**src/dmaCtrl_defs.svh**
```systemverilog
`ifndef DMA_CTRL_DEFS_SVH
`define DMA_CTRL_DEFS_SVH

// address bus and register width
`define DMA_ADR_W 16

// data word width on both ports and in the FIFO
`define DMA_DATA_W 16

// number of shift stages between reader and writer
`define DMA_FIFO_DEPTH 4

// width of the address field that selects the port
`define DMA_NIBBLE_W 4

// top nibble value of an internal address
`define DMA_INT_NIBBLE 4'hF

`endif

```
**src/fifoStage.sv**
```systemverilog
`timescale 1ns/1ps
`default_nettype none
`include "dmaCtrl_defs.svh"

module fifoStage
(
  input  wire                   clk,
  input  wire                   rst,
  input  wire                   prevValid,
  input  wire [`DMA_DATA_W-1:0] prevData,
  input  wire                   nextTake,
  output logic                  valid,
  output logic [`DMA_DATA_W-1:0] data,
  output logic                  take
);

  // free now, or freed by the stage ahead this edge
  assign take = !valid || nextTake;

  always_ff @(posedge clk or posedge rst)
  begin
    if (rst)
      valid <= 1'b0;
    else if (take)
      valid <= prevValid; // bubble moves in when nothing arrives
  end

  always_ff @(posedge clk)
  begin
    if (take && prevValid)
      data <= prevData;
  end

  // an offered word that is refused must still be offered next cycle
  noOverwrite: assert property (@(posedge clk) disable iff (rst)
    (prevValid && !take) |=> (prevValid && $stable(prevData)));

endmodule

`default_nettype wire

```
**config.mk**
```make
export PLATFORM = sky130hd
export DESIGN_NAME = fifoStage
export DESIGN_NICKNAME = d
export VERILOG_FILES = /design/src/fifoStage.sv
export VERILOG_INCLUDE_DIRS = /design/src
export SDC_FILE = /design/constraint.sdc
export NUM_CORES = 1
export LEC_CHECK = 0
export ABC_AREA = 1
export CAP_MARGIN = 20
export CORE_AREA = 2 2 39 41
export CTS_BUF_LIST = sky130_fd_sc_hd__clkbuf_16
export DETAILED_ROUTE_END_ITERATION = 8
export DIE_AREA = 0 0 41 43
export DONT_BUFFER_PORTS = 1
export GPL_TIMING_DRIVEN = 0
export HOLD_SLACK_MARGIN = 0.06
export SLEW_MARGIN = 20
export SYNTH_ARGS = -nofsm -noshare
export SYNTH_HDL_FRONTEND = slang
export SYNTH_SLANG_ARGS = --single-unit
```
**constraint.sdc**
```tcl
create_clock -name clk -period 3.8 [get_ports clk]
set_clock_uncertainty 0.1 [all_clocks]
set_input_delay 0.76 -clock clk [delete_from_list [all_inputs] [get_ports clk]]
set_output_delay 0.76 -clock clk [all_outputs]
set_load 0.005 [all_outputs]
```
* Yosys cells after proc, flatten, opt, wreduce, memory -nomap -nowiden
Index checks and enable logic that the tools add are counted.
Word-level totals: register bits after elaboration 17, input port bits 20, output and inout port bits 18, logic and storage cells 5
Cells by class: reduce and logical (&&, ||, !) cells 3
Operator list (count):
- logical AND 1 bit | 1
- logical NOT 1 bit | 1
- logical OR 1 bit | 1

* Longest topological paths before layout
Gate-level depths: netlist of the first run.
depth after elaboration 3, depth in mapped cells 3, gate-level depth less buffers 3

* Worst setup path before layout of the first run
Ideal clock, no wire load.
path type input port to flip-flop, from in prevValid, to reg data[0], enable pin, library setup time 394 ps, arrival 1616 ps, data required time 3306 ps, slack 1689 ps, cell stages on the path 2, path buffers 0, cell sequence inv_1 -> a21oi_1
Between the ends: longest elaborated chain between the ends 1
RTL lines:
- start: declaration | RTL line fifoStage.sv:9 | input wire prevValid,
- logical AND 1 bit | RTL line fifoStage.sv:30 | if (take && prevValid)
- end signal: assignment | RTL line fifoStage.sv:31 | data <= prevData;
- end: declaration | RTL line fifoStage.sv:13 | output logic [`DMA_DATA_W-1:0] data,
No other way between the ends. A chain may end at the register's enable or synchronous reset.

* Final worst setup path of the first run
from in nextTake, to out take
Between the ends: longest elaborated chain between the ends 1
RTL lines:
- start: declaration | RTL line fifoStage.sv:11 | input wire nextTake,
- logical OR 1 bit | RTL line fifoStage.sv:18 | assign take = !valid || nextTake;
- end: declaration | RTL line fifoStage.sv:14 | output logic take
No other way between the ends.

==> results.yml, run 1 <==
cells_and_area:
  fin_nets: 48
  drive_above_1_share_pct: 14.81
  multi_input_area_um2: 16.27
  layout_commonest_cell: "edfxtp_1"
  regArea_um2: 505.5
  diodes: 0
  fillers: 118
  final_cells: 43
  final_cell_mix: "edfxtp_1 (16), inv_1 (4), clkbuf_16 (3)"
  area_delta_synth_final_pct: 19.39
timing:
  setup_viol: 0
  tns_ps: 0
  max_freq_mhz: 565.5
  rsz0062_at_grt: "false"
  tightestPinTransition_ps: 827.1
  fin_ws_ps: 2032
  period_needed_ps: 1768
  slew_violations: 0
  hold_viol_final: 0
  relSlewSlack_pct: 44.86
  period_share_pct: 46.54
power_and_ir_drop:
  leakage_uw: 0.0002287
  seqPwrFrac_pct: 52.1
  switchingPower_uw: 71.12
  max-vdd-ir-drop_uv: 360.0
  p_int_uw: 358.5
  clkPwrFrac_pct: 46.4
  swShare_pct: 16.55
  power.density_nw_per_um2: 680.0
  combPwrFrac_pct: 1.5
synthesis:
  synth_seq_cells: 17
  ys_types: 5
  synthesis.nets: 43
  syn_inst: 23
  yosys_warnings: 0
  ys_seq_area_share_pct: 95.51
  syn_avg_cell_area_um2: 23.01
  synth_area_um2: 529.3
detailed_routing:
  ant_nets: 0
  drt-total-wl_um: 787
  via_count: 221
  vias_per_cell: 5.140
  drt_first_pass_iters: 2
  route.detailed.drc: 0
  avgRoutedWirePerCell_um: 18.30
  drt_iter0_markers: 1
placement:
  dp.cells: 39
  portBuffers: 0
  place.gp.congestion: 0.5545
  dp_slack_ps: 1827
floorplanning:
  die-area_um2: 1763
  die_y_um: 43
  boundaryPins: 38
  coreArea_um2: 1384
  start_util_pct: 38.25
  rows: 14
  die_x_um: 41
clock_network:
  h-tree-depth: 1
  cts_root_buffer: "clkbuf_16"
  clock_path_buffers: 2
  numCtsBuffers: 3
  clkSlewWorstSetupHoldPaths_ps: 50
  cts_setup_buffers: 0
  clock_insertion_delay_worst_skew_ps: 240
  cts_tree: "yes"
  ctsHoldBuffers: 0
  ctsResizeCount: 0
  cts.sinks: 17
global_route:
  grt_pass1_vias: 239
  grt_overflow: 0
  antenna_found_initial: 0
  grt_max_degree: 17
  grtUsageTotal_pct: 10.27
  grt_pass1_wl_um: 1076
worst_setup_path:
  critPathLaunchType: "input port"
  path_class: "input port to primary output"
  crit_chain: "inv_1, nand2_1"
  slowest_stage: "nand2_1"
  path_buf_inv: 1
  path_delay_family: "simple AND/OR/NAND/NOR gates"
  setup.worst_path.end_class: "primary output"
  crit_required_ps: 2940
  worst_ep_arrival_time_ps: 910
  crit_path_max_incr_delay_ps: 90
  path_max_fanout: 2
min_path:
  min_path_type: "input port to async pin"
flow_run:
  maxCapViolCount: 0
outcome:
  status: "complete, no violations"
-- layout make-up --
type                       count  share of cell area (%)
inverter                       3                   1.782
tap                           16                   3.168
clock inverter                 1                  0.5941
clock buffer                   3                   11.88
multi-input combinational      3                   2.574
sequential                    17                   80.00
-- per-stage QoR --
step | utilization [%] | total power, µW | area (µm²) | hold slack (ps)
after floorplan | - | 230.8 | 529.3 | 388.7
after global placement | 39.69 | 233.3 | 549.3 | 390.1
after detailed placement | 39.96 | 234.4 | 553.0 | 390.9
after CTS | 45.66 | 435.1 | 631.9 | 133.6
after global routing | 45.66 | 448.0 | 631.9 | 126.3
final | 45.66 | 429.6 | 631.9 | 138.3
-- cells by family (layout without fill, tap and decap cells) --
group | Yosys count | count (layout) | share of synthesized area (%)
and+or+nand+nor | 2 | 2 | 1.419
AOI/OAI and AO/OA | 1 | 1 | 0.9447
buffers and inverters | 3 | 7 | 2.128
DFF | 17 | 17 | 95.51
-- layer usage --
layer	part of all wire, %	wire length, µm	track usage [%]	up-vias
li1	-	-	-	90
met1	39	303	10.04	110
met2	55	436	15.63	21
met3	6.0	47	6.283	0
met4	0	0	6.000	0
met5	0	0	0	-
-- sequential cells by signal, summed over array words and instances, names as in the netlist --
signal / count
data: 16
valid: 1
-- cells in the mapped netlist, drive strengths merged --
library cell   n  area (µm²)
edfxtp        16       480.5
inv            3       11.26
nand2          2       7.510
a21oi          1       5.000
dfrtp          1       25.02
-- power by group through the flow --
stage	logic, µW	clock network (µW)	registers, µW
after detailed placement	6.63	0	228
final	6.46	199	224
after global routing	7.27	216	225
after CTS	6.62	204	224
after global placement	5.89	0	227
after floorplan	4.96	0	226
-- path summary, 6_finish.rpt --
path / from / endpoint / slack, ps / cells after the start
max reg2reg: valid / data[8] / 2260 / 1
min in group clk: valid / valid / 500 / 2
max: nextTake / take / 2030 / 2
min reg2reg: valid / valid / 500 / 2
max in group asynchronous: rst / valid / 3370 / 1
min: rst / valid / 140 / 1
(Power assumes the default switching activity.)
==> run 2, diff against run 1 <==
clock period = 1.5 ns   (was 3.8 ns; I/O delays follow)
==> run 2 against run 1 <==
- non-clock buffer count is 17 higher
- power grew to 2.6 times the previous value
- sequential cell count stayed put
- design area is 28% higher
- sequential power grew to 2.5 times the previous value
- largest cell class unchanged
- count of clock-buffer cells in the layout stayed put
- worst setup slack worse by 1900 ps
- worst hold slack worse by 36 ps
- core utilization is 13 points higher
- clock power grew to 2.6 times the previous value
- routed wire length is 11% higher
==> results.yml, run 2 (synthesis gave the netlist of run 1 again) <==
cells_and_area:
  reg_top3: "data: 16 flops, valid: 1 flops"
  fin_nets: 65
  largest-register: "data"
  fin_area_um2: 810.8
  final_core_util_pct: 58.59
  diodes: 0
  largest_reg_flops: 16
  drive_above_1_share_pct: 11.36
  final_cell_mix: "dlygate4sd3_1 (17), edfxtp_1 (16), inv_1 (3), clkbuf_16 (3), nand2_1 (2)"
  layout_commonest_cell: "dlygate4sd3_1"
  area_delta_synth_final_pct: 53.19
detailed_routing:
  via_count: 278
  drt_first_pass_iters: 3
  drt-total-wl_um: 875
  drt_iter0_markers: 10
  route.detailed.drc: 0
  ant_nets: 0
  vias_per_cell: 4.633
  avgRoutedWirePerCell_um: 14.58
worst_setup_path:
  path_class: "register to register"
  crit_required_ps: 1280
  setup.worst_path.end_class: "register"
  crit_chain: "a21oi_4"
  crit_path_max_incr_delay_ps: 460
  path_delay_family: "compound AO/OA/AOI/OAI gates"
  path_buf_inv: 0
  slowest_stage: "a21oi_4"
  worst_ep_arrival_time_ps: 1140
  critPathLaunchType: "register"
  path_max_fanout: 16
flow_run:
  maxCapViolCount: 0
power_and_ir_drop:
  power.total_uw: 1133
  swShare_pct: 16.99
  max-vdd-ir-drop_uv: 749.0
  combPwrFrac_pct: 4.7
  leakage_uw: 0.0002997
  seqPwrFrac_pct: 50.0
  switchingPower_uw: 192.6
  power.density_nw_per_um2: 1398
  clkPwrFrac_pct: 45.3
  p_int_uw: 940.8
timing:
  rsz0062_at_grt: "false"
  tightestPinTransition_ps: 499.1
  period_share_pct: 90.60
  max_freq_mhz: 735.8
  period_needed_ps: 1359
  fin_ws_ps: 141.0
  setup_viol: 0
  fin_hold_ws_ps: 101.9
  hold_viol_final: 0
  relSlewSlack_pct: 66.65
  slew_violations: 0
clock_network:
  cts.sinks: 17
  clkSlewWorstSetupHoldPaths_ps: 50
  cts_setup_buffers: 0
  cts_root_buffer: "clkbuf_16"
  numCtsBuffers: 3
  clock_insertion_delay_worst_skew_ps: 240
  cts_tree: "yes"
  h-tree-depth: 1
  clock_path_buffers: 2
placement:
  dp_slack_ps: -55.08
  place_area_um2: 553.0
  place.gp.congestion: 0.5549
  portBuffers: 0
floorplanning:
  coreArea_um2: 1384
  die_x_um: 41
  die-area_um2: 1763
  start_util_pct: 38.25
  die_y_um: 43
  rows: 14
  boundaryPins: 38
global_route:
  grtUsageTotal_pct: 12.33
  grt_pass1_vias: 316
  grt_overflow: 0
  grt_max_degree: 17
  antenna_found_initial: 0
  grt_pass1_wl_um: 1345
min_path:
  min_path_type: "input port to register"
outcome:
  status: "complete, no violations"
run 2: cell count changes in the layout (fill, tap and decap cells not counted), sizes merged:
| cell | change |
|---|---|
| dlygate4sd3 | +17 |
| inv | -1 |
| clkinv | +1 |
run 2: worst paths after layout:
path	start	slack, ps	to	cells past startpoint
worst max-delay path	valid	140	data[7]	1
worst min-delay path	prevValid	100	valid	2
min in group asynchronous	rst	250	valid	2
worst min register to register	valid	540	valid	2
max in group asynchronous	rst	960	valid	2
worst max register to register	valid	140	data[7]	1
run 2: what timing repair did:
action,CTS,global route
gates resized for setup,1,0
endpoints found under the hold margin,17,0
hold buffers,17,0
endpoints found under the setup margin,16,0
run 2: power groups by stage:
stage	sequential (µW)	clock, µW	combinational (µW)
after global placement	576	0	16.0
final	567	513	53.5
after floorplan	572	0	13.5
after CTS	568	531	54.4
after global routing	571	548	59.8
after detailed placement	577	0	17.1
run 2: area by class of cell:
type | instances | area [µm²]
fillers | 97 | 573.1
well taps | 16 | 20.02
inverters | 3 | 11.26
clock inverters | 1 | 5.005
clock buffers | 3 | 75.07
repair buffers | 17 | 170.2
flip-flops and latches | 17 | 505.5
multi-input cells | 3 | 23.77
run 2: metal layers:
metal,wire length (µm),global-route usage [%],vias up
met5,0,0,-
met4,0,6.000,0
met3,79,6.283,0
met2,493,20.63,21
met1,303,11.43,131
li1,-,-,126
run 2: per-stage QoR:
step,TNS (ps),cells
2_1_floorplan,0,23
3_3_place_gp,-358.6,39
4_1_cts,0,60
5_1_grt,0,60
6_report,0,60
3_5_place_dp,-876.1,39
