**config.mk**
```make
export PLATFORM = sky130hd
export DESIGN_NAME = portArbiter
export DESIGN_NICKNAME = d
export VERILOG_FILES = /design/src/dmaPkg.sv /design/src/portArbiter.sv
export VERILOG_INCLUDE_DIRS = /design/src
export SDC_FILE = /design/constraint.sdc
export NUM_CORES = 1
export LEC_CHECK = 0
export BUFFER_PORTS_ARGS = -buffer_cell sky130_fd_sc_hd__buf_2
export CORE_AREA = 2 2 66 68
export CTS_BUF_LIST = sky130_fd_sc_hd__clkbuf_8
export DETAILED_ROUTE_END_ITERATION = 8
export DIE_AREA = 0 0 68 70
export PLACE_DENSITY = 0.81
export SLEW_MARGIN = 30
export SYNTH_ARGS = -nofsm -noshare
export SYNTH_HDL_FRONTEND = slang
export SYNTH_SLANG_ARGS = --single-unit
```
**constraint.sdc**
```tcl
create_clock -name clk -period 2.2 [get_ports clk]
set_clock_uncertainty 0.1 [all_clocks]
set_input_delay 0 -clock clk [delete_from_list [all_inputs] [get_ports clk]]
set_output_delay 0 -clock clk [all_outputs]
set_load 0.02 [all_outputs]
```
**src/dmaCtrl_defs.svh**
```systemverilog
`ifndef DMA_CTRL_DEFS_SVH
`define DMA_CTRL_DEFS_SVH

// address bus and register width
`define DMA_ADR_W 16

// data word width on both ports and in the FIFO
`define DMA_DATA_W 16

// number of shift stages between reader and writer
`define DMA_FIFO_DEPTH 4

// width of the address field that selects the port
`define DMA_NIBBLE_W 4

// top nibble value of an internal address
`define DMA_INT_NIBBLE 4'hF

`endif

```
**src/dmaPkg.sv**
```systemverilog
`default_nettype none

package dmaPkg;

  // host register select codes
  typedef enum logic [2:0] {
    REG_CTRL    = 3'd0, // bit 0 is the enable
    REG_SRC_IDX = 3'd1,
    REG_SRC_MOD = 3'd2,
    REG_SRC_CNT = 3'd3,
    REG_DST_IDX = 3'd4,
    REG_DST_MOD = 3'd5,
    REG_DST_CNT = 3'd6
  } regSelT;

  // which memory port a request goes to
  typedef enum logic {
    PORT_INT = 1'b0, // NP
    PORT_EXT = 1'b1  // SP
  } portSelT;

  // enable bit life cycle
  // running lasts until the reader is finished,
  // draining until the writer has emptied the FIFO
  typedef enum logic [1:0] {
    XFER_IDLE  = 2'd0,
    XFER_RUN   = 2'd1,
    XFER_DRAIN = 2'd2
  } xferStateT;

endpackage

`default_nettype wire

```
**src/portArbiter.sv**
```systemverilog
`timescale 1ns/1ps
`default_nettype none
`include "dmaCtrl_defs.svh"

module portArbiter
  import dmaPkg::*;
(
  input  wire                   clk,
  input  wire                   rst,
  input  wire                   rdReq,
  input  var  portSelT          rdPort,
  input  wire [`DMA_ADR_W-1:0]  rdAdr,
  input  wire                   wrReq,
  input  var  portSelT          wrPort,
  input  wire [`DMA_ADR_W-1:0]  wrAdr,
  input  wire [`DMA_DATA_W-1:0] wrData,
  input  wire                   NP_busy,
  input  wire                   SP_busy,
  input  wire [`DMA_DATA_W-1:0] NPD_IN,
  input  wire [`DMA_DATA_W-1:0] SPD_IN,
  output logic                  rdGrant,
  output logic                  wrGrant,
  output logic                  NP_en,
  output logic                  NP_wrRd,
  output logic [`DMA_ADR_W-1:0] NPA,
  output logic [`DMA_DATA_W-1:0] NPD_OUT,
  output logic                  SP_en,
  output logic                  SP_wrRd,
  output logic [`DMA_ADR_W-1:0] SPA,
  output logic [`DMA_DATA_W-1:0] SPD_OUT,
  output logic [`DMA_DATA_W-1:0] rdData
);

  logic    rdHoldNp;  // read stalled on NP last cycle
  logic    rdHoldSp;
  logic    rdKeeps;
  logic    rdWins;
  logic    wrWins;
  portSelT rdPortQ;   // port of the last granted read

  // writer first, unless a stalled read already owns the port
  assign rdKeeps = (rdPort == PORT_INT) ? rdHoldNp : rdHoldSp;
  assign rdWins  = rdReq && (!wrReq || rdPort != wrPort || rdKeeps);
  assign wrWins  = wrReq && (!rdReq || rdPort != wrPort || !rdKeeps);

  assign rdGrant = rdWins && !((rdPort == PORT_INT) ? NP_busy : SP_busy);
  assign wrGrant = wrWins && !((wrPort == PORT_INT) ? NP_busy : SP_busy);

  assign rdData = (rdPortQ == PORT_INT) ? NPD_IN : SPD_IN;

  always_comb
  begin
    NP_en   = 1'b0;
    NP_wrRd = 1'b0;
    NPA     = '0;
    NPD_OUT = '0;
    SP_en   = 1'b0;
    SP_wrRd = 1'b0;
    SPA     = '0;
    SPD_OUT = '0;
    if (wrWins && wrPort == PORT_INT)
    begin
      NP_en   = 1'b1;
      NP_wrRd = 1'b1;
      NPA     = wrAdr;
      NPD_OUT = wrData;
    end
    else if (wrWins)
    begin
      SP_en   = 1'b1;
      SP_wrRd = 1'b1;
      SPA     = wrAdr;
      SPD_OUT = wrData;
    end
    if (rdWins && rdPort == PORT_INT)
    begin
      NP_en = 1'b1; // read, wrRd stays low
      NPA   = rdAdr;
    end
    else if (rdWins)
    begin
      SP_en = 1'b1;
      SPA   = rdAdr;
    end
  end

  always_ff @(posedge clk or posedge rst)
  begin
    if (rst)
    begin
      rdHoldNp <= 1'b0;
      rdHoldSp <= 1'b0;
      rdPortQ  <= PORT_INT;
    end
    else
    begin
      rdHoldNp <= rdWins && (rdPort == PORT_INT) && NP_busy;
      rdHoldSp <= rdWins && (rdPort == PORT_EXT) && SP_busy;
      if (rdGrant)
        rdPortQ <= rdPort;
    end
  end

  noPortClash: assert property (@(posedge clk) disable iff (rst)
    !(rdGrant && wrGrant && rdPort == wrPort));

endmodule

`default_nettype wire

```
Word level (Yosys, flattened, before mapping)
Cells that the tools add are included.
- flip-flop bits (word level): 3
- logic and storage cells: 43
- eq/ne operators: 1
- multiplexer cells: 19
- bitwise logic cells: 2
- reductions and logical operators: 18
- operator list (operator ; number):
    $mux 16 ; 10
    $logic_and 1x1->1 ; 9
    $mux 1 ; 9
    $logic_not 1->1 ; 5
    $logic_or 1x1->1 ; 4
    $not 1->1 ; 2
    $ne 1x1->1 ; 1

Longest topological paths before layout
- depth after elaboration: 8
- depth in mapped cells: 4
- mapped depth without buffers: 3

Worst setup path after synthesis
OpenSTA, ideal clock, no wires.
- kind: reg2out
- from: register rdHoldNp
- to: output NPA[10]
- data arrival time: 1187 ps
- required time: 2100 ps
- path slack: 913 ps
- cell stages (with the launch flop): 5
- cells stage by stage: dfrtp_1 > nor3b_2 > nor2_2 > buf_4 > a22o_1
- longest elaborated chain between the ends: 7
- ends and longest elaborated chain (item ; line ; RTL):
    from (decl) ; portArbiter.sv:34 ; logic rdHoldNp;
    from (signal assigned) ; portArbiter.sv:97 ; rdHoldNp <= rdWins && (rdPort == PORT_INT) && NP_busy;
    $mux 1 * ; portArbiter.sv:42 ; assign rdKeeps = (rdPort == PORT_INT) ? rdHoldNp : rdHoldSp;
    $logic_not 1->1 ; portArbiter.sv:44 ; assign wrWins = wrReq && (!rdReq || rdPort != wrPort || !rdKeeps);
    $logic_or 1x1->1 ; portArbiter.sv:44 ;
    $logic_and 1x1->1 ; portArbiter.sv:44 ;
    $logic_and 1x1->1 ; portArbiter.sv:61 ; if (wrWins && wrPort == PORT_INT)
    $mux 16 ; portArbiter.sv:61 ;
    $mux 16 * ; portArbiter.sv:75 ; if (rdWins && rdPort == PORT_INT)
    to (decl) ; portArbiter.sv:25 ; output logic [`DMA_ADR_W-1:0] NPA,
Mark *: on every way between the ends. The rest lies on a longest branch, timed or not.

Worst setup path after layout
- from: register rdHoldNp
- to: output wrGrant
- longest elaborated chain between the ends: 5
- ends and longest elaborated chain (item ; line ; RTL):
    $mux 1 ; portArbiter.sv:42 ;
    $logic_not 1->1 ; portArbiter.sv:44 ;
    $logic_or 1x1->1 ; portArbiter.sv:44 ;
    $logic_and 1x1->1 ; portArbiter.sv:44 ;
    $logic_and 1x1->1 ; portArbiter.sv:47 ; assign wrGrant = wrWins && !((wrPort == PORT_INT) ? NP_busy : SP_busy);
    to (decl) ; portArbiter.sv:22 ; output logic wrGrant,
No other way between the ends.

==> summary.md <==
| Metric | Value |
|---|---|
| Ys async rst share | `100%` |
| Post-synth EDFFs | `0` |
| Reg power frac | `10.8%` |
| Wire length per cell | `12.2 um` |
| Worst min path class | `in2reg` |
| Chip height | `70 um` |
| Setup Viol. Count Final | `0` |
| Sw power | `345 uW` |
| Synthesized Nets | `203` |
| Startpoint types | `flop` |
| Syn avg cell area | `8.34 um2` |
| Tightest Pin Transition | `0.703 ns` |
| Worst setup EP type | `output pin` |
| Row count | `24` |
| Port bufs | `173` |
| Final worst path period need | `1.80 ns` |
| Largest stage delay on the critical path | `0.47 ns` |
| Total power per unit cell area | `396 mW/mm2` |
| Clock share of power | `20.5%` |
| Synth Register Bits | `3` |
| CORE AREA | `0.00414 mm2` |
| Synth area leader | `a22o_1` |
| CTS tree | `yes` |
| Clk slew on worst S/H paths | `0.03 ns` |
| Count of cell types in the netlist | `23` |
| Slew headroom | `53.1%` |
| Fin. Hold Viols | `0` |
| Slew Limit Fails | `0` |
| Number of global-route vias before repair | `1351` |
| Placed cell area | `0.00184 mm2` |
| Drt drc | `0` |
| Cell Chain, Critical Path | `a21oi_4, buf_4, a22o_1, buf_2` |
| Logic pwr share | `68.8%` |
| Full die area | `0.00476 mm2` |
| RSZ-0062 raised after global routing | `no` |
| Via count | `1565` |
| Root Buffer Master | `clkbuf_8` |
| Number of routed nets with antenna violations | `0` |
| Ant diodes | `0` |
| Global-route usage over all layers | `15.5%` |
| Total of max-cap violations | `0` |
| Post-synthesis cell area | `960 um2` |
| Die width | `68 um` |
| Placed cell count | `332` |
| Peak supply drop | `291 uV` |
| Vias/cell | `4.60` |
| Largest cells by area after synthesis | `a22o_1 30%, and2_1 21%, mux2_2 19%` |
| Max Clk Rate | `557 MHz` |
| Largest net degree at the start of global routing | `24` |
| Final Cell Area | `0.00193 mm2` |
| Critical path's slowest cell | `a21oi_4` |
| Setup TNS | `0 ns` |
| DR iter-0 viols | `37` |
| CP max FO | `20` |
| Post-synth top flop | `dfrtp_1` |
| Seq/Total Area, Yosys | `7.82%` |
| Area growth, synth to finish | `101%` |
| Tcrit/Tclk final | `81.6%` |
| P_int | `419 uW` |
| Hold slack | `0.0704 ns` |
| WP data required | `2.10 ns` |
| Initial antenna violation count | `0` |
| Routability-driven placement congestion ratio | `0.774` |
| Routed wire length | `4140 um` |
| Pre-antenna DRT Iters | `4` |
| CTS sink cnt | `3` |
| Arr. time, crit path | `1.70 ns` |
| First-pass GRT wire length | `5930 um` |
| Worst-Skew Late Latency | `0.22 ns` |
| Cells after Synth | `115` |
| Setup Slack @ Placement | `0.622 ns` |
| Final nets | `377` |
| Post-synth top area share | `30.1%` |
| Sw Share | `45.2%` |
| Post-CTS setup buffer count | `0` |
| Synth Warn # | `0` |
| CTS max path bufs | `2` |
| Resized cells post-CTS | `0` |
| CP Class | `reg2out` |
| H-tree Lvls | `1` |
| Clock buffer count from CTS | `3` |
| Layout cells sized above 1 | `69.8%` |
| Hpwl dp | `3390 um` |
| Outcome | `complete, no violations` |
| Remaining Overflow, GRT | `0` |
| Initial Util | `23.2%` |
| Leak Pwr | `1.19 nW` |
| Final Worst Setup Slack | `0.404 ns` |
| Fill cells | `407` |
| Final std cells w/o fill | `340` |
| I/O pins | `174` |
==> stage by stage <==
step | power (mW) | utilization (%)
floorplan | 0.400 | -
global placement | 0.596 | 44.5
detailed placement | 0.601 | 44.5
CTS | 0.770 | 46.6
global route | 0.817 | 46.6
finish | 0.764 | 46.6
==> power groups by stage <==
stage	Sequential [mW]	Clock [mW]	Combinational (mW)
final	0.0822	0.156	0.525
after global routing	0.0848	0.167	0.565
after CTS	0.0826	0.158	0.529
after detailed placement	0.0830	0	0.518
after global placement	0.0822	0	0.514
after floorplan	0.0629	0	0.337
==> final timing paths <==
check                                      end  cells after the start                 from  slack, ns
setup / recovery                       wrGrant                      4   rdHoldNp$_DFF_PP0_       0.40
hold / removal              rdHoldSp$_DFF_PP0_                      3                rdReq       0.07
setup reg to reg           rdPortQ$_DFFE_PP0P_                      3  rdPortQ$_DFFE_PP0P_       0.47
hold reg to reg             rdHoldNp$_DFF_PP0_                      2   rdHoldNp$_DFF_PP0_       0.61
max in group asynchronous   rdHoldSp$_DFF_PP0_                      3                  rst       1.77
min in group asynchronous   rdHoldNp$_DFF_PP0_                      3                  rst       0.10
==> layout make-up <==
| class | count | area [um2] | area share, % |
|---|---|---|---|
| clock inverters | 1 | 3.75 | 0.195 |
| repair buffers | 179 | 921 | 47.7 |
| multi-input cells | 99 | 812 | 42.1 |
| clock buffers | 3 | 41.3 | 2.14 |
| flip-flops and latches | 3 | 75.1 | 3.89 |
| inverters | 3 | 11.3 | 0.584 |
| well taps | 52 | 65.1 | 3.37 |
==> cell families after synthesis <==
| group | after synthesis | synth area share [%] |
|---|---|---|
| DFF | 3 | 7.82 |
| and+or+nand+nor | 42 | 27.5 |
| AOI/OAI and AO/OA | 41 | 38.3 |
| muxes | 16 | 18.8 |
| buffers and inverters | 13 | 7.56 |
==> sequential cells by signal (all words and copies together), names as in the netlist <==
| signal | cells |
|---|---|
| rdHoldSp | 1 |
| rdPortQ | 1 |
| rdHoldNp | 1 |
==> Yosys cell counts (2+ instances only) <==
cell	n
and2_1	32
o21ai_0	2
buf_4	2
mux2_2	16
nor2_1	2
buf_2	7
a22o_1	33
inv_1	3
dfrtp_1	3
nand2b_1	2
==> cell usage in the layout, fill, tap and decap left out, drive strengths merged, types with 2 or more instances in the layout <==
master	n
a22o	33
buf	175
o21ai	2
and2	32
dlygate4sd3	4
nand2	2
inv	4
dfrtp	3
clkbuf	3
nand2b	2
nor2	3
mux2	16
==> critical path, delay by kind of cell, from the launching register on <==
family | cells | cell delay [ns]
buf+inv | 2 | 0.44
compound gates | 2 | 0.62
flops | 1 | 0.42
==> metal layers <==
layer | share of wire (%) | global-route usage (%)
met5 | 0 | 0
met4 | 0.31 | 2.67
met3 | 8.6 | 1.93
met2 | 52 | 30.5
met1 | 39 | 17.0
==> what timing repair did <==
| item | CTS | global route |
|---|---|---|
| endpoints found under the hold margin | 6 | 0 |
| hold buffers | 4 | 0 |
| setup endpoints to repair | 0 | 0 |
No activity file was read; power rests on OpenSTA's default activity.
