**config.mk**
```make
export PLATFORM = sky130hd
export DESIGN_NAME = dmaRegFile
export DESIGN_NICKNAME = d
export VERILOG_FILES = /design/src/dmaPkg.sv /design/src/dmaRegFile.sv
export VERILOG_INCLUDE_DIRS = /design/src
export SDC_FILE = /design/constraint.sdc
export NUM_CORES = 1
export LEC_CHECK = 0
export ABC_AREA = 0
export BUFFER_PORTS_ARGS = -buffer_cell sky130_fd_sc_hd__clkbuf_2
export CAP_MARGIN = 10
export CORE_ASPECT_RATIO = 0.9
export CORE_MARGIN = 2
export CORE_UTILIZATION = 50
export CTS_BUF_LIST = sky130_fd_sc_hd__clkbuf_2
export DETAILED_ROUTE_END_ITERATION = 6
export PLACE_DENSITY_LB_ADDON = 0.25
export REMOVE_ABC_BUFFERS = 1
export SYNTH_ARGS = -nofsm -noshare
export SYNTH_HDL_FRONTEND = slang
export SYNTH_SLANG_ARGS = --single-unit
```
**constraint.sdc**
```tcl
create_clock -name clk -period 3.3 [get_ports clk]
set_input_delay 0.33 -clock clk [delete_from_list [all_inputs] [get_ports clk]]
set_output_delay 0.33 -clock clk [all_outputs]
set_load 0.01 [all_outputs]
```
**src/dmaCtrl_defs.svh**
```systemverilog
`ifndef DMA_CTRL_DEFS_SVH
`define DMA_CTRL_DEFS_SVH

// address bus and register width
`define DMA_ADR_W 16

// data word width on both ports and in the FIFO
`define DMA_DATA_W 16

// number of shift stages between reader and writer
`define DMA_FIFO_DEPTH 4

// width of the address field that selects the port
`define DMA_NIBBLE_W 4

// top nibble value of an internal address
`define DMA_INT_NIBBLE 4'hF

`endif

```
**src/dmaPkg.sv**
```systemverilog
`default_nettype none

package dmaPkg;

  // host register select codes
  typedef enum logic [2:0] {
    REG_CTRL    = 3'd0, // bit 0 is the enable
    REG_SRC_IDX = 3'd1,
    REG_SRC_MOD = 3'd2,
    REG_SRC_CNT = 3'd3,
    REG_DST_IDX = 3'd4,
    REG_DST_MOD = 3'd5,
    REG_DST_CNT = 3'd6
  } regSelT;

  // which memory port a request goes to
  typedef enum logic {
    PORT_INT = 1'b0, // NP
    PORT_EXT = 1'b1  // SP
  } portSelT;

  // enable bit life cycle
  // running lasts until the reader is finished,
  // draining until the writer has emptied the FIFO
  typedef enum logic [1:0] {
    XFER_IDLE  = 2'd0,
    XFER_RUN   = 2'd1,
    XFER_DRAIN = 2'd2
  } xferStateT;

endpackage

`default_nettype wire

```
**src/dmaRegFile.sv**
```systemverilog
`timescale 1ns/1ps
`default_nettype none
`include "dmaCtrl_defs.svh"

module dmaRegFile
  import dmaPkg::*;
(
  input  wire                  clk,
  input  wire                  rst,
  input  wire                  regWrite,
  input  var  regSelT          regSel,
  input  wire [`DMA_ADR_W-1:0] regData,
  input  wire                  srcDone,
  input  wire                  dstDone,
  input  wire                  fifoEmpty,
  output logic [`DMA_ADR_W-1:0] srcIdx,
  output logic [`DMA_ADR_W-1:0] srcMod,
  output logic [`DMA_ADR_W-1:0] srcCnt,
  output logic [`DMA_ADR_W-1:0] dstIdx,
  output logic [`DMA_ADR_W-1:0] dstMod,
  output logic [`DMA_ADR_W-1:0] dstCnt,
  output logic                  start,
  output logic                  active,
  output logic                  done
);

  xferStateT state;
  logic      ctrlWr;

  assign ctrlWr = regWrite && (regSel == REG_CTRL);
  assign active = (state != XFER_IDLE); // the enable bit

  // transfer parameters, only writable while idle
  always_ff @(posedge clk)
  begin
    if (regWrite && state == XFER_IDLE)
    begin
      case (regSel)
        REG_SRC_IDX: srcIdx <= regData;
        REG_SRC_MOD: srcMod <= regData;
        REG_SRC_CNT: srcCnt <= regData;
        REG_DST_IDX: dstIdx <= regData;
        REG_DST_MOD: dstMod <= regData;
        REG_DST_CNT: dstCnt <= regData;
        default: ; // ctrl handled by the state register
      endcase
    end
  end

  always_ff @(posedge clk or posedge rst)
  begin
    if (rst)
    begin
      state <= XFER_IDLE;
      start <= 1'b0;
      done  <= 1'b0;
    end
    else
    begin
      start <= 1'b0;
      done  <= 1'b0;
      case (state)
        XFER_IDLE:
        begin
          if (ctrlWr && regData[0])
          begin
            state <= XFER_RUN;
            start <= 1'b1; // reader and writer load next edge
          end
        end
        XFER_RUN:
        begin
          if (ctrlWr && !regData[0])
            state <= XFER_IDLE; // abort, no done
          else if (!start && srcDone)
            state <= XFER_DRAIN;
        end
        XFER_DRAIN:
        begin
          if (ctrlWr && !regData[0])
            state <= XFER_IDLE;
          else if (dstDone && fifoEmpty)
          begin
            state <= XFER_IDLE;
            done  <= 1'b1;
          end
        end
        default: state <= XFER_IDLE;
      endcase
    end
  end

  doneNotStart: assert property (@(posedge clk) disable iff (rst) !(done && start));

endmodule

`default_nettype wire

```
Yosys cells after proc, flatten, opt, wreduce, memory -nomap -nowiden

Cells that the tools add are included.

Output and inout bits: 99
Bits in latches: 0
Bits in read-only memories: 0
Input bits: 25
Memories kept: 0
RAM bits: 0
Bits in registers: 100

Equal/unequal tests: 11
Muxes and demuxes: 11
Add/sub/neg operators: 0
$mul: 0
Reduce and logical (&&, ||, !) cells: 18
Div/mod/pow operators: 0
Order comparisons: 0
Shift operators: 0
Bitwise operators: 0

Operators by type and width:

| cell                                                                     | count |
|---|---|
| 2-bit AND reduction                                                      | 6 |
| 2-bit 2-to-1 mux                                                         | 5 |
| 3-bit equality test (second input constant)                              | 3 |
| 3-bit by 2-bit equality test with 1-bit output (second input constant)   | 2 |
| 1-bit logical AND                                                        | 6 |
| 3-bit inequality test (second input constant)                            | 2 |
| 2-bit case mux with 3 select lines                                       | 1 |
| 1-bit 2-to-1 mux                                                         | 5 |
| 3-bit by 1-bit equality test with 1-bit output (second input constant)   | 1 |
| 3-bit zero test                                                          | 1 |
| 3-bit AND reduction                                                      | 1 |
| 2-bit by 1-bit equality test with 1-bit output (second input constant)   | 1 |
| 2-bit equality test (second input constant)                              | 1 |
| 1-bit zero test                                                          | 2 |
| 2-bit zero test                                                          | 1 |
| 2-bit by 1-bit inequality test with 1-bit output (second input constant) | 1 |
| 2-bit nonzero test                                                       | 1 |

Longest topological paths before layout

Depth in word-level cells: 5
Depth in mapped cells: 3
Gate-level depth less buffers: 3

Least setup slack after synthesis

No wires, ideal clock.

Kind: register to register
Start point: register state[1]
End point: register dstIdx[0] (enable)
Slack: 430 ps
Stages on the path, launching flop included: 4
Buffers on the path: 0
Arrival: 2,433 ps
Path through: dfrtp_1 nor2_2 nand2_1 nor4b_1

Longest elaborated chain between the ends: 3

Ends and longest elaborated chain:

| what                                 | RTL line         | RTL |
|---|---|---|
| from (decl)                          | dmaRegFile.sv:27 | `xferStateT state;` |
| from (signal assigned)               | dmaRegFile.sv:54 | `state <= XFER_IDLE;` |
| from (signal assigned)               | dmaRegFile.sv:67 | `state <= XFER_RUN;` |
| from (signal assigned)               | dmaRegFile.sv:74 | `state <= XFER_IDLE;` |
| 2-bit zero test                      | dmaRegFile.sv:36 | `if (regWrite && state == XFER_IDLE)` |
| 1-bit logical AND                    | dmaRegFile.sv:36 |  |
| 2-bit AND reduction (no source line) | n/a              |  |
| to (signal assigned)                 | dmaRegFile.sv:42 | `REG_DST_IDX: dstIdx <= regData;` |
| to (decl)                            | dmaRegFile.sv:19 | `` output logic [`DMA_ADR_W-1:0] dstIdx, `` |

No other way between the ends.
A chain may end at the register's enable or synchronous reset.

Worst setup path in the final report

Start point: register state[1]
End point: register dstMod[13] (enable)

Longest elaborated chain between the ends: 3

Ends and longest elaborated chain:

| what                                 | RTL line         | RTL |
|---|---|---|
| 2-bit zero test                      | dmaRegFile.sv:36 |  |
| 1-bit logical AND                    | dmaRegFile.sv:36 |  |
| 2-bit AND reduction (no source line) | n/a              |  |
| to (signal assigned)                 | dmaRegFile.sv:43 | `REG_DST_MOD: dstMod <= regData;` |
| to (decl)                            | dmaRegFile.sv:20 | `` output logic [`DMA_ADR_W-1:0] dstMod, `` |

No other way between the ends.

==> tab_implementation.tex <==
\begin{tabular}{lr}
\hline
Metric & Value \\
\hline
\multicolumn{2}{l}{\textbf{Placement}} \\
Weighted congestion at the end of routability-driven global placement & 0.866 \\
Pre-CTS worst setup slack & 1.27 ns \\
\# port buffers & approximately 120 \\
Final HPWL from detailed placement & approximately 4300 um \\
\multicolumn{2}{l}{\textbf{Finish}} \\
Area overhead of the layout relative to synthesis & 30.1\% \\
\# nets final & 291 \\
Inserted Diodes & 0 \\
Proportion of layout cells with a drive suffix above 1 & 0.572 \\
\multicolumn{2}{l}{\textbf{Timing}} \\
Minimum clock period after layout & 2.07 ns \\
Number of pins with negative max-slew slack in the final report & 0 \\
Headroom to the max-slew limit & 0.303 \\
Final count of hold timing violations & 0 \\
Unrepaired setup endpoints after global routing & no \\
Max Clock Freq & 483 MHz \\
Sum Neg Setup Slack & 0 ns \\
Final Setup Violations & 0 \\
Worst-case clock skew & about 0.026 ns \\
Transition time at the pin with the least slew margin & 1.04 ns \\
Crit share post-route & 0.627 \\
Final worst setup slack & 1.23 ns \\
\multicolumn{2}{l}{\textbf{CTS}} \\
Count of H-tree levels built during CTS & 3 \\
Buffers from clock root to sink, at most & 2 \\
Root Buffer & sky130\_fd\_sc\_hd\_\_clkbuf\_2 \\
Number of sinks driven by the clock tree & 100 \\
Cells resized by post-CTS repair & 0 \\
Count of buffers added by post-CTS timing repair for setup & 0 \\
Clock transition at the register clock pins on the worst setup and hold paths after CTS & 0.28 ns \\
Clk\_lat worst skew & 0.53 ns \\
Total CTS buffers & 9 \\
CTS tree & done \\
\multicolumn{2}{l}{\textbf{Min path}} \\
Number of stages on the worst hold path & 1 \\
Endpoint, Worst Hold & dstIdx[9]\$\_DFFE\_PP\_ \\
Source of the worst hold timing path & regData[9] \\
Hold crit path type & in2reg \\
\multicolumn{2}{l}{\textbf{Floorplan}} \\
Die ar. & 0.00695 mm\^{}2 \\
Rows & 27 \\
Core Box Area & 0.00611 mm\^{}2 \\
Io pins & approximately 120 \\
Die Wd & 87.6 um \\
Chip height & 79.3 um \\
Effective utilization at floorplan & 0.515 \\
\multicolumn{2}{l}{\textbf{Routing}} \\
Antenna viol nets, final & 0 \\
Routed len/inst & 17.8 um \\
Detailed Route Iter0 Violations & 87 \\
Post-detailed-route via-to-cell ratio & 4.89 \\
Detailed-router iteration count before antenna repair & 4 \\
Total detailed-routing wirelength & 6380 um \\
Total number of vias & around 1,800 \\
DRC violation count after routing & 0 \\
\multicolumn{2}{l}{\textbf{Pwr}} \\
Switching Fraction & 0.232 \\
Part of the total power dissipated in sequential elements & 0.639 \\
Overall Power & 2.33 mW \\
Worst voltage drop across the vdd grid & 0.298 mV \\
Switching power of the nets & 0.542 mW \\
Static leakage power & 1.63 nW \\
Logic pwr share & 0.089 \\
Total power per unit cell area & 569 mW/mm\^{}2 \\
Part of the total power dissipated in the clock network & 0.273 \\
Internal power consumption & 1.79 mW \\
\multicolumn{2}{l}{\textbf{Synthesis}} \\
Synth Instances & 125 \\
Post-synthesis sequential element count & 100 \\
Mean post-synth cell area & between 20 and 30 um\^{}2 \\
Synthesized area & about 0.0031 mm\^{}2 \\
Fraction of synthesized cell area taken by the top area cell type & 0.916 \\
Part of the Yosys area used for sequential elements & 0.948 \\
Total of warnings raised by yosys & 0 \\
Top cells by area in the synthesized netlist & sky130\_fd\_sc\_hd\_\_edfxtp\_1, sky130\_fd\_sc\_hd\_\_dfrtp\_1, sky130\_fd\_sc\_hd\_\_nor2\_1 \\
Distinct cell type count of the synthesized netlist & 18 \\
Cell accounting for the most synthesized area & sky130\_fd\_sc\_hd\_\_edfxtp\_1 \\
\multicolumn{2}{l}{\textbf{Worst setup path}} \\
Critical Path Sink Type & flip-flop \\
Setup slack on the worst flop-to-flop path & 1.23 ns \\
Reg-to-reg endpoint & dstMod[13]\$\_DFFE\_PP\_ \\
Reg2reg start & state[1]\$\_DFFE\_PP0P\_ \\
Arr. time, crit path & 2.22 ns \\
Required arrival time at the worst endpoint & 3.45 ns \\
Critical Setup Path Class & reg2reg \\
Worst Reg2Reg Path Length in Cells & 3 \\
Biggest fanout along the worst timing path & 16 \\
Element type at the critical path start & flip-flop \\
\multicolumn{2}{l}{\textbf{Global route}} \\
Total congestion overflow & 0 \\
Total global routing track utilization & 0.191 \\
Wire length of the first global-routing pass & 9400 um \\
Via count of the first global-routing pass & 1,772 \\
Number of antenna violations at the first check in global routing & 0 \\
Largest net degree at the start of global routing & 17 \\
\multicolumn{2}{l}{\textbf{Status}} \\
Run status & finished clean \\
\multicolumn{2}{l}{\textbf{Run}} \\
Max Cap Violations & 0 \\
\hline
\end{tabular}
layout by cell type, fill, tap and decap left out, drive strengths merged:
| master | n |
|---|---|
| a21oi | 1 |
| nor3 | 2 |
| nor2b | 1 |
| mux2i | 1 |
| nor2 | 6 |
| dfrtp | 4 |
| clkinv | 3 |
| and3b | 1 |
| and3 | 1 |
| inv | 4 |
| nand2 | 2 |
| buf | 5 |
| clkbuf | 133 |
| bufinv | 2 |
| edfxtp | 96 |
| nand3 | 1 |
| dlygate4sd3 | 2 |
| nor4 | 2 |
| nand4b | 2 |
| nor4b | 2 |
metal layers:
metal | wire length [um] | vias up | part of all wire | track usage
met5 | 0 | - | 0 | 0
met2 | 3050 | 95 | 0.48 | 0.298
met3 | 511 | 12 | 0.080 | 0.0624
li1 | - | 782 | - | -
met1 | 2720 | 861 | 0.43 | 0.246
met4 | 108 | 0 | 0.017 | 0.0831
worst max-delay path by stage:
| stage | slack, ns | startpoint | endpoint | depth (start not counted) |
|---|---|---|---|---|
| after floorplan | 0.43 | state[1]$_DFFE_PP0P_ | dstIdx[0]$_DFFE_PP_ | 3 |
| after global placement | 1.41 | state[1]$_DFFE_PP0P_ | dstMod[12]$_DFFE_PP_ | 3 |
| after detailed placement | 1.27 | state[1]$_DFFE_PP0P_ | dstMod[6]$_DFFE_PP_ | 3 |
| after CTS | 1.21 | state[1]$_DFFE_PP0P_ | dstMod[1]$_DFFE_PP_ | 3 |
| after global routing | 1.14 | state[1]$_DFFE_PP0P_ | dstMod[2]$_DFFE_PP_ | 3 |
| final | 1.23 | state[1]$_DFFE_PP0P_ | dstMod[13]$_DFFE_PP_ | 3 |
registers in the layout, summed over array words and instances (netlist names):
| register | flops |
|---|---|
| start | 1 |
| dstCnt | 16 |
| done | 1 |
| dstIdx | 16 |
| dstMod | 16 |
| srcIdx | 16 |
| srcMod | 16 |
| state | 2 |
| srcCnt | 16 |
worst max-delay path, cell delays in order (launching register included):
cell	delay (ns)
sky130_fd_sc_hd__dfrtp_1	0.50
sky130_fd_sc_hd__nor2_2	0.20
sky130_fd_sc_hd__nand4b_1	0.19
sky130_fd_sc_hd__nor2_2	0.83
area by class of cell:
class	count	area [um^2]
flip-flops and latches	100	2980
fillers	428	2020
repair buffers	130	673
multi-input cells	22	180
well taps	87	109
clock inverters	6	87.6
clock buffers	10	50.0
inverters	3	11.3
metrics by stage:
stage	instance area, um^2	hold slack [ns]	std cells	utilization
5_1_grt	4090	0.00436	358	0.670
3_3_place_gp	3940	0.197	340	0.644
2_1_floorplan	3150	0.0961	125	-
3_5_place_dp	3940	0.207	340	0.644
4_1_cts	4090	0.00183	358	0.670
6_report	4090	0.0263	358	0.670
what timing repair did:
action,CTS,global route
endpoints found under the setup margin,0,0
hold endpoints to repair,5,0
hold buffers,2,0
logic make-up after synthesis:
group | Yosys count | share of synthesized area
DFF | 100 | 0.948
and+or+nand+nor | 20 | 0.0437
AOI/OAI and AO/OA | 1 | 0.00159
buffers and inverters | 3 | 0.00358
muxes | 1 | 0.00318
synth_stat cells (all sizes together):
| master | count |
|---|---|
| and3b | 1 |
| nor4b | 2 |
| dfrtp | 4 |
| nor4 | 2 |
| nor2 | 6 |
| inv | 3 |
| a21oi | 1 |
| edfxtp | 96 |
| and3 | 1 |
| nand3 | 1 |
| nand2 | 2 |
| nor3 | 2 |
| mux2i | 1 |
| nor2b | 1 |
| nand4b | 2 |
power by group through the flow:
stage	Combinational (mW)	Sequential (mW)	Clock [mW]
floorplan	0.0649	1.54	0
global placement	0.199	1.51	0
detailed placement	0.206	1.52	0
CTS	0.208	1.49	0.646
global route	0.223	1.49	0.691
finish	0.206	1.49	0.635
Note: power is estimated with default switching activity, not from simulation.
