File: config.mk
export PLATFORM = sky130hd
export DESIGN_NAME = sourceReader
export DESIGN_NICKNAME = d
export VERILOG_FILES = /design/src/dmaPkg.sv /design/src/sourceReader.sv
export VERILOG_INCLUDE_DIRS = /design/src
export SDC_FILE = /design/constraint.sdc
export NUM_CORES = 1
export LEC_CHECK = 0
export ABC_AREA = 1
export ABC_CLOCK_PERIOD_IN_PS = 3550
export BUFFER_PORTS_ARGS = -buffer_cell sky130_fd_sc_hd__buf_2
export CAP_MARGIN = 40
export CORE_UTILIZATION = 57
export CTS_CLUSTER_DIAMETER = 100
export DETAILED_ROUTE_END_ITERATION = 8
export PLACE_DENSITY = 0.95
export SETUP_SLACK_MARGIN = 0.5
export SLEW_MARGIN = 20
export SYNTH_ARGS = -nofsm -noshare
export SYNTH_HDL_FRONTEND = slang
export SYNTH_SLANG_ARGS = --single-unit
File: constraint.sdc
create_clock -name clk -period 3.55 [get_ports clk]
set_input_delay 0.71 -clock clk [delete_from_list [all_inputs] [get_ports clk]]
set_output_delay 0.71 -clock clk [all_outputs]
set_load 0.01 [all_outputs]
File: src/dmaCtrl_defs.svh
`ifndef DMA_CTRL_DEFS_SVH
`define DMA_CTRL_DEFS_SVH

// address bus and register width
`define DMA_ADR_W 16

// data word width on both ports and in the FIFO
`define DMA_DATA_W 16

// number of shift stages between reader and writer
`define DMA_FIFO_DEPTH 4

// width of the address field that selects the port
`define DMA_NIBBLE_W 4

// top nibble value of an internal address
`define DMA_INT_NIBBLE 4'hF

`endif

File: src/dmaPkg.sv
`default_nettype none

package dmaPkg;

  // host register select codes
  typedef enum logic [2:0] {
    REG_CTRL    = 3'd0, // bit 0 is the enable
    REG_SRC_IDX = 3'd1,
    REG_SRC_MOD = 3'd2,
    REG_SRC_CNT = 3'd3,
    REG_DST_IDX = 3'd4,
    REG_DST_MOD = 3'd5,
    REG_DST_CNT = 3'd6
  } regSelT;

  // which memory port a request goes to
  typedef enum logic {
    PORT_INT = 1'b0, // NP
    PORT_EXT = 1'b1  // SP
  } portSelT;

  // enable bit life cycle
  // running lasts until the reader is finished,
  // draining until the writer has emptied the FIFO
  typedef enum logic [1:0] {
    XFER_IDLE  = 2'd0,
    XFER_RUN   = 2'd1,
    XFER_DRAIN = 2'd2
  } xferStateT;

endpackage

`default_nettype wire

File: src/sourceReader.sv
`timescale 1ns/1ps
`default_nettype none
`include "dmaCtrl_defs.svh"

module sourceReader
  import dmaPkg::*;
(
  input  wire                   clk,
  input  wire                   rst,
  input  wire                   start,
  input  wire                   active,
  input  wire [`DMA_ADR_W-1:0]  srcIdx,
  input  wire [`DMA_ADR_W-1:0]  srcMod,
  input  wire [`DMA_ADR_W-1:0]  srcCnt,
  input  wire                   rdGrant,
  input  wire [`DMA_DATA_W-1:0] portDataIn,
  input  wire                   stageReady,
  output logic                  rdReq,
  output portSelT               rdPort,
  output logic [`DMA_ADR_W-1:0] rdAdr,
  output logic                  inValid,
  output logic [`DMA_DATA_W-1:0] inData,
  output logic                  srcDone
);

  logic [`DMA_ADR_W-1:0]  cnt;
  logic                   pending;   // read accepted last edge, data on the bus now
  logic                   holdValid;
  logic [`DMA_DATA_W-1:0] holdData;

  assign rdPort = (rdAdr[`DMA_ADR_W-1 -: `DMA_NIBBLE_W] == `DMA_INT_NIBBLE) ?
                  PORT_INT : PORT_EXT;

  // only one word in flight between the port and stage 0
  assign rdReq   = active && (cnt != '0) && !pending && !holdValid && stageReady;
  assign inValid = active && (pending || holdValid);
  assign inData  = holdValid ? holdData : portDataIn;
  assign srcDone = (cnt == '0) && !pending && !holdValid;

  always_ff @(posedge clk or posedge rst)
  begin
    if (rst)
    begin
      rdAdr     <= '0;
      cnt       <= '0;
      pending   <= 1'b0;
      holdValid <= 1'b0;
    end
    else if (start)
    begin
      rdAdr     <= srcIdx;
      cnt       <= srcCnt;
      pending   <= 1'b0;
      holdValid <= 1'b0;
    end
    else if (!active)
    begin
      cnt       <= '0; // aborted, late data is dropped
      pending   <= 1'b0;
      holdValid <= 1'b0;
    end
    else
    begin
      pending <= rdReq && rdGrant;
      if (rdReq && rdGrant)
      begin
        rdAdr <= rdAdr + srcMod;
        cnt   <= cnt - 1'b1;
      end
      if (pending && !stageReady)
        holdValid <= 1'b1; // stage 0 blocked, park the word
      else if (holdValid && stageReady)
        holdValid <= 1'b0;
    end
  end

  always_ff @(posedge clk)
  begin
    if (pending)
      holdData <= portDataIn;
  end

  // a grant is only ever given to a live request with words left
  cntStaysZero: assert property (@(posedge clk) disable iff (rst)
    rdGrant |-> (rdReq && cnt != '0));

endmodule

`default_nettype wire

**Word level (Yosys, flattened, before mapping)**

Cells that the tools add are included.
Widths: inputs -> output; s select.

- Register bits after elaboration: 50
- Input port bits: 70
- Output and inout bits: 36
- Logic and storage cells: 43

- $add $sub $neg: 2
- Eq/ne operators: 3
- Mux-type cells: 14
- Reductions and logical operators: 19

Operator list:

| cell | number |
|---|---|
| $mux 16 | 7 |
| $add 16x16->16 | 1 |
| $logic_not 16->1 | 1 |
| $reduce_bool 16->1 | 1 |
| $sub 16x1->16 const B | 1 |
| $logic_and 1x1->1 | 10 |
| $mux 1 | 7 |
| $eq 4x4->1 const B | 1 |
| $ne 4x2->1 const B | 1 |
| $reduce_bool 2->1 | 2 |
| $logic_not 1->1 | 3 |
| $ne 3x2->1 const B | 1 |
| $reduce_and 2->1 | 1 |
| $logic_or 1x1->1 | 1 |

**Logic depth before layout (Yosys ltp)**

Gate-level depths: netlist (run 1).

- Depth in word-level cells: 9
- Depth in mapped cells: 11
- Mapped depth without buffers: 11

**Worst setup path before layout (run 1)**

OpenSTA, ideal clock, no wires.

- Path type: input to register
- Start point: input srcMod[0]
- End point: register rdAdr[8]
- Library setup time: 0.125 ns
- Data arrival time: 1.894 ns
- Required time: 3.425 ns
- Setup slack: 1.531 ns
- Stages: 10
- Path buffers: 0
- Path through: ha_1 > fa_1 > nand3_1 > nand3_1 > nand2_1 > nand3_1 > nand2_1 > nand2_1 > nand2_1 > nand3_1

- Word-level cells in the longest chain between the ends: 4

Ends and longest elaborated chain:

| what | RTL line | source |
|---|---|---|
| start, declared | sourceReader.sv:13 | `` input wire [`DMA_ADR_W-1:0] srcMod, `` |
| $add 16x16->16 | sourceReader.sv:67 | `rdAdr <= rdAdr + srcMod;` |
| $mux 16 | sourceReader.sv:65 | `if (rdReq && rdGrant)` |
| $mux 16 | sourceReader.sv:56 | `else if (!active)` |
| $mux 16 | sourceReader.sv:49 | `else if (start)` |
| end signal, assigned | sourceReader.sv:51 | `rdAdr <= srcIdx;` |
| end signal, assigned | sourceReader.sv:67 |  |
| end, declared | sourceReader.sv:20 | `` output logic [`DMA_ADR_W-1:0] rdAdr, `` |

Every way passes these cells. The select of a mux whose other input is x is not followed.
A chain may end at the register's enable or synchronous reset.

**Final worst setup path (run 1)**

- Start point: register cnt[0]
- End point: output rdReq

- Word-level cells in the longest chain between the ends: 5

Ends and longest elaborated chain:

| what | RTL line | source |
|---|---|---|
| start, declared | sourceReader.sv:26 | `` logic [`DMA_ADR_W-1:0] cnt; `` |
| start signal, assigned | sourceReader.sv:52 | `cnt <= srcCnt;` |
| start signal, assigned | sourceReader.sv:68 | `cnt <= cnt - 1'b1;` |
| $reduce_bool 16->1 | sourceReader.sv:35 | `assign rdReq = active && (cnt != '0) && !pending && !holdValid && stageReady;` |
| $logic_and 1x1->1 (4 in series) | sourceReader.sv:35 |  |
| end, declared | sourceReader.sv:18 | `output logic rdReq,` |

Every way passes these cells.

==> metrics.txt, run 1 <==
Synth Instances=between 500 and 600; post-cts resize count=0; maximum clock rate=between 0.4 and 0.5 GHz; max_cap viols=0; sequential area share after synthesis=approximately a third; WP data required=approximately 2.8 ns; initial antenna violation count=0; Setup TNS Final=0 ns; CTS clk-pin slew, worst paths=0.09 ns; CTS H-tree depth=2; met3 Track Usage GR=about 4.3%; worst-case clock buffer depth=2; Initial Util=59.6%; post-DR wirelength/cell=13.1 um; Post-Syn Area per Cell=7.15 sq um; fin. max-slew vios=0; LEAKAGE=between 2 and 2.5 nW; NumNets Final=between 700 and 800; pwr dens=373 nW/um^2; chip height=about 84 um; Rows=29; worst path bufs/invs=2; ratio of cells with drive above 1 in the final layout=between 20% and 30%; Hold/Removal Path Class=input pin to async pin; type of origin of the critical path=flop; DIE AREA=between 7000 and 8000 sq um; CP max stage cell=dfrtp_1; post-CTS setup buffers=0; Layout area overhead=16.5%; setup ws final=approximately 1.1 ns; CP max FO=4; critical path class=flop to primary output; final WL=a little over 9 mm; RSZ-0062 raised after global routing=false; via density per instance=5.37; gr usage total=27.6%; DP Worst Slack=1.16 ns; Slew @ Worst Pin=0.639 ns; Worst EP arrival=about 1.7 ns; largest net degree at the start of global routing=35; most frequent cells in the layout=nand2_1, buf_2, inv_1; Slew headroom=around 57%; Clock Tree Root=clkbuf_8; gr ovfl total=0; vias post-DR=roughly 3,800; vias in the first global route=around 3,700; Setup violations, final=0; status=finished clean; DRT Pass-1 Iters=4; I/O pin count=about 110; Net Count, Synth=620; starting DRC count in detailed routing=252; Syn. warnings=0; critical path cell sequence=inv_1 -> ha_1 -> nand2_1 -> nor2_2 -> nand3_2 -> and2_1 -> buf_2; met2 GRT Util=between 40% and 50%; CTS tree=done; number of clock sinks=50; post-synth cell types=36; grt met1 use=between 30 and 40%; Inserted Clock Buffers=5; CP Capture Type=primary output; period utilisation layout=between 60% and 70%; fin crit period=about 2.4 ns; Port Buffer Count=105; mapped cell area=~3800 sq um; Floorplan Core Area=between 6000 and 7000 sq um; Die X=about 84 um; Antenna Cells=0; CP peak stage delay=about 0.41 ns; first-pass GRT wire length=~16 mm; final hold viol count=0; grt peak-use layer=met2; drt drc=0; clk_skew=between 0.01 and 0.015 ns; Final Wtd Congestion=about 0.95; commonest non-fill, non-tap cell in the layout=nand2_1; Routed Antenna Nets=0; worst skew pair latency=about 0.31 ns; peak supply drop=approximately 0.19 mV; CP delay by family, top=simple AND/OR/NAND/NOR gates; DPL Wire Length=about 7.2 mm; hold bufs inserted after CTS=0; count of state elements after synthesis=50
==> path summary, 6_finish.rpt <==
kind	startpoint	endpoint	slack [ns]	cells after the start
setup reg to reg	holdValid$_DFFE_PP0P_	rdAdr[13]$_DFFE_PP0P_	1.42	6
hold reg to reg	rdAdr[0]$_DFFE_PP0P_	rdAdr[0]$_DFFE_PP0P_	0.53	2
min in group clk	rdAdr[0]$_DFFE_PP0P_	rdAdr[0]$_DFFE_PP0P_	0.53	2
setup / recovery	cnt[0]$_DFFE_PP0P_	rdReq	1.15	7
hold / removal	rst	rdAdr[0]$_DFFE_PP0P_	0.49	3
max in group asynchronous	rst	cnt[11]$_DFFE_PP0P_	2.74	3
==> area by class of cell <==
cell class	instances	area [sq um]
flip-flops and latches	50	1330
clock buffers	7	76.3
multi-input cells	403	2110
inverters	65	244
clock inverters	1	30.0
fillers	517	1950
repair buffers	107	541
well taps	77	96.3
==> where the power goes <==
part           leakage [nW]  switching, W  internal (W)
registers             0.571     0.0000464      0.000641
logic                  1.80      0.000347      0.000216
clock network        0.0524      0.000193      0.000211
==> cells by family after synthesis <==
kind of cell               synth area share, %
AOI/OAI and AO/OA                         5.69
DFF                                       35.0
adders and majority gates                 6.12
buffers and inverters                     9.41
xor gates and xnor gates                  1.15
and+or+nand+nor                           37.9
muxes                                     4.74
==> worst min-delay path: cells and delay by family <==
kind / cells / cell delay (ns)
buffers and inverters: 3 / 0.52
==> state kept, by name, indices dropped and copies added (netlist names) <==
name / count
cnt: 16
holdData: 16
pending: 1
holdValid: 1
rdAdr: 16
==> stage by stage <==
| step | total power [W] | instances | util [%] | instance area (sq um) | hold slack [ns] |
|---|---|---|---|---|---|
| final | 0.00165 | 710 | 69.4 | 4430 | 0.486 |
| after global routing | 0.00176 | 710 | 69.4 | 4430 | 0.555 |
| after CTS | 0.00166 | 710 | 69.4 | 4430 | 0.498 |
| after detailed placement | 0.00125 | 702 | 67.8 | 4330 | 0.510 |
| after global placement | 0.00123 | 702 | 67.8 | 4330 | 0.487 |
| after floorplan | 0.00109 | 532 | - | 3800 | 0.519 |
==> synthesized netlist by cell type, drive strengths merged <==
cell | n | area (sq um)
nand2 | 216 | 845
inv | 65 | 244
nand3 | 53 | 283
nor2 | 42 | 183
dfrtp | 34 | 851
o21ai | 23 | 153
ha | 17 | 213
edfxtp | 16 | 480
mux2 | 16 | 180
buf | 10 | 98.9
a21oi | 6 | 30.0
nand3b | 6 | 45.0
nand4 | 6 | 37.5
clkbuf | 4 | 15.0
xor2 | 4 | 35.0
and2 | 3 | 18.8
nor3 | 3 | 15.0
o31ai | 3 | 22.5
or2 | 2 | 15.0
fa | 1 | 20.0
o21bai | 1 | 11.3
xnor2 | 1 | 8.76
==> layer usage <==
metal	share of wire, %	up-vias
met5	0	-
met4	3.3	0
met3	6.9	31
met2	48	163
met1	42	1728
li1	-	1891
Note: power is estimated with default switching activity, not from simulation.
==> run 2: changes to the inputs <==
- ABC_CLOCK_PERIOD_IN_PS: 3550 -> 2400
- CORE_UTILIZATION: 57 -> 53
- PLACE_DENSITY: 0.95 -> 0.91
- clock period: 3.55 -> 2.4 ns (I/O delays scaled with it)
==> run 2 against run 1 <==
Compared with the run above:
- global-route usage increased by 0.38 points
- critical path depth shrank 1
- sequential share of layout area decreased by 1.6 points
- flip-flop and latch count stayed put
- combinational power grew 65%
- clock skew rose by 0.0015 ns
- register-to-register slack got worse by 0.90 ns
- final cell count grew 5.8%
- critical endpoint unchanged
- highest routed layer unchanged
==> metrics.txt, run 2 (same netlist as run 1, synthesis figures left out) <==
status=finished clean; Setup TNS Final=0 ns; post-DR wirelength/cell=~14 um; DPL Wire Length=around 7.4 mm; design area=4690 sq um; Routed Antenna Nets=0; WP data required=~1.9 ns; Setup violations, final=0; Floorplan Core Area=about 6900 sq um; fillers=~540; NumNets Final=around 740; worst-case clock buffer depth=2; worst hold margin=between 0.2 and 0.25 ns; Initial Util=between 50 and 60%; CTS H-tree depth=2; commonest non-fill, non-tap cell in the layout=nand2_1; fin crit period=about 2.0 ns; CP max stage cell=dfrtp_1; Final Wtd Congestion=0.995; LEAKAGE=2.52 nW; gr usage total=about 28%; via density per instance=about 5.4; RSZ-0062 raised after global routing=true; I/O pin count=106; largest registers=cnt x16, holdData x16, rdAdr x16; ratio of cells with drive above 1 in the final layout=30.4%; CTS tree=done; max_cap viols=0; worst skew pair latency=roughly 0.32 ns; grt peak-use layer=met2; worst path bufs/invs=2; grt met1 use=34.1%; Rows=30; period utilisation layout=83.9%; largest net degree at the start of global routing=35; CP peak stage delay=0.44 ns; vias in the first global route=~3,800; number of clock sinks=50; final hold viol count=0; drt drc=0; gr ovfl total=0; Slew @ Worst Pin=between 0.4 and 0.5 ns; Layout area overhead=23.3%; hold bufs inserted after CTS=0; chip height=roughly 87 um; initial antenna violation count=0; Most common cell on crit path=nor2_2; clk_skew=between 0.015 and 0.02 ns; DRT Pass-1 Iters=6; Die X=about 87 um; Clock Tree Root=clkbuf_8; CP max FO=4; met3 Track Usage GR=under 10%; most frequent cells in the layout=nand2_1, buf_2, inv_1; maximum clock rate=roughly 0.5 GHz; fin. max-slew vios=0; DIE AREA=~7500 sq um; CP Capture Type=primary output; CP delay by family, top=simple AND/OR/NAND/NOR gates; Slew headroom=a little over two thirds; vias post-DR=4,049; first-pass GRT wire length=approximately 17 mm; met2 GRT Util=47.3%; final WL=slightly above 10 mm; starting DRC count in detailed routing=around 330; Hold/Removal Path Class=input pin to async pin; CTS clk-pin slew, worst paths=between 0.1 and 0.15 ns; pwr dens=530 nW/um^2; type of origin of the critical path=flop; Inserted Clock Buffers=5; critical path class=flop to primary output; Port Buffer Count=~110; Antenna Cells=0; critical path cell sequence=nor2_2 -> inv_1 -> nor2_2 -> nand3_2 -> and2_1 -> buf_2; peak supply drop=around 0.32 mV; PnR Total Power=around 0.0025 W; Worst EP arrival=around 1.5 ns; DP Area=4370 sq um
-- run 2: worst reg2reg max path: cells and delay by family, from the launching register on --
kind	cells	cell delay, ns
AND/OR/NAND/NOR	6	0.52
adder cells (fa/ha/maj)	1	0.19
buffers and inverters	6	0.54
AO/OA/AOI/OAI	1	0.15
flip-flops	1	0.42
-- run 2: path summary, 6_finish.rpt --
kind / startpoint / endpoint / slack [ns] / cells after the start
worst max-delay path: cnt[9]$_DFFE_PP0P_ / rdReq / 0.39 / 6
worst min-delay path: rst / rdAdr[4]$_DFFE_PP0P_ / 0.24 / 3
worst max register to register: cnt[1]$_DFFE_PP0P_ / cnt[14]$_DFFE_PP0P_ / 0.52 / 14
worst min register to register: rdAdr[3]$_DFFE_PP0P_ / rdAdr[3]$_DFFE_PP0P_ / 0.53 / 2
max in group asynchronous: rst / cnt[6]$_DFFE_PP0P_ / 1.82 / 3
min in group clk: stageReady / holdValid$_DFFE_PP0P_ / 0.34 / 2
-- run 2: timing repair --
item | in CTS | in global routing
setup endpoints to repair | 18 | 35
pin swaps | 4 | 10
setup buffers | 12 | 7
gates resized for setup | 10 | 14
-- run 2: area by class of cell --
class / instances / area (sq um) / area share (%)
Multi-Input combinational cell: 403 / 2170 / 46.4
Sequential cell: 50 / 1330 / 28.4
Timing Repair Buffer: 129 / 726 / 15.5
Inverter: 65 / 244 / 5.20
Tap cell: 96 / 120 / 2.56
Clock buffer: 5 / 68.8 / 1.47
Clock inverter: 3 / 25.0 / 0.534
-- run 2: per-stage QoR --
step | util [%] | cells | setup slack, ns
global placement | 63.7 | 724 | 0.430
detailed placement | 63.7 | 724 | 0.348
CTS | 66.8 | 744 | 0.414
finish | 68.3 | 751 | 0.387
global route | 68.3 | 751 | 0.298
floorplan | - | 532 | 0.611
-- run 2: where the power goes --
group	leakage (nW)	switching, W	total [W]	internal (W)
combinational	1.91	0.000555	0.000931	0.000375
clock	0.0447	0.000326	0.000537	0.000211
sequential	0.571	0.0000678	0.00102	0.000948
-- run 2: layer usage --
layer / share of wire, % / wire, um / vias to the layer above
met5: 0 / 0 / -
met4: 3.5 / 359 / 0
met3: 8.3 / 841 / 41
met2: 47 / 4750 / 228
met1: 42 / 4240 / 1842
li1: - / - / 1938
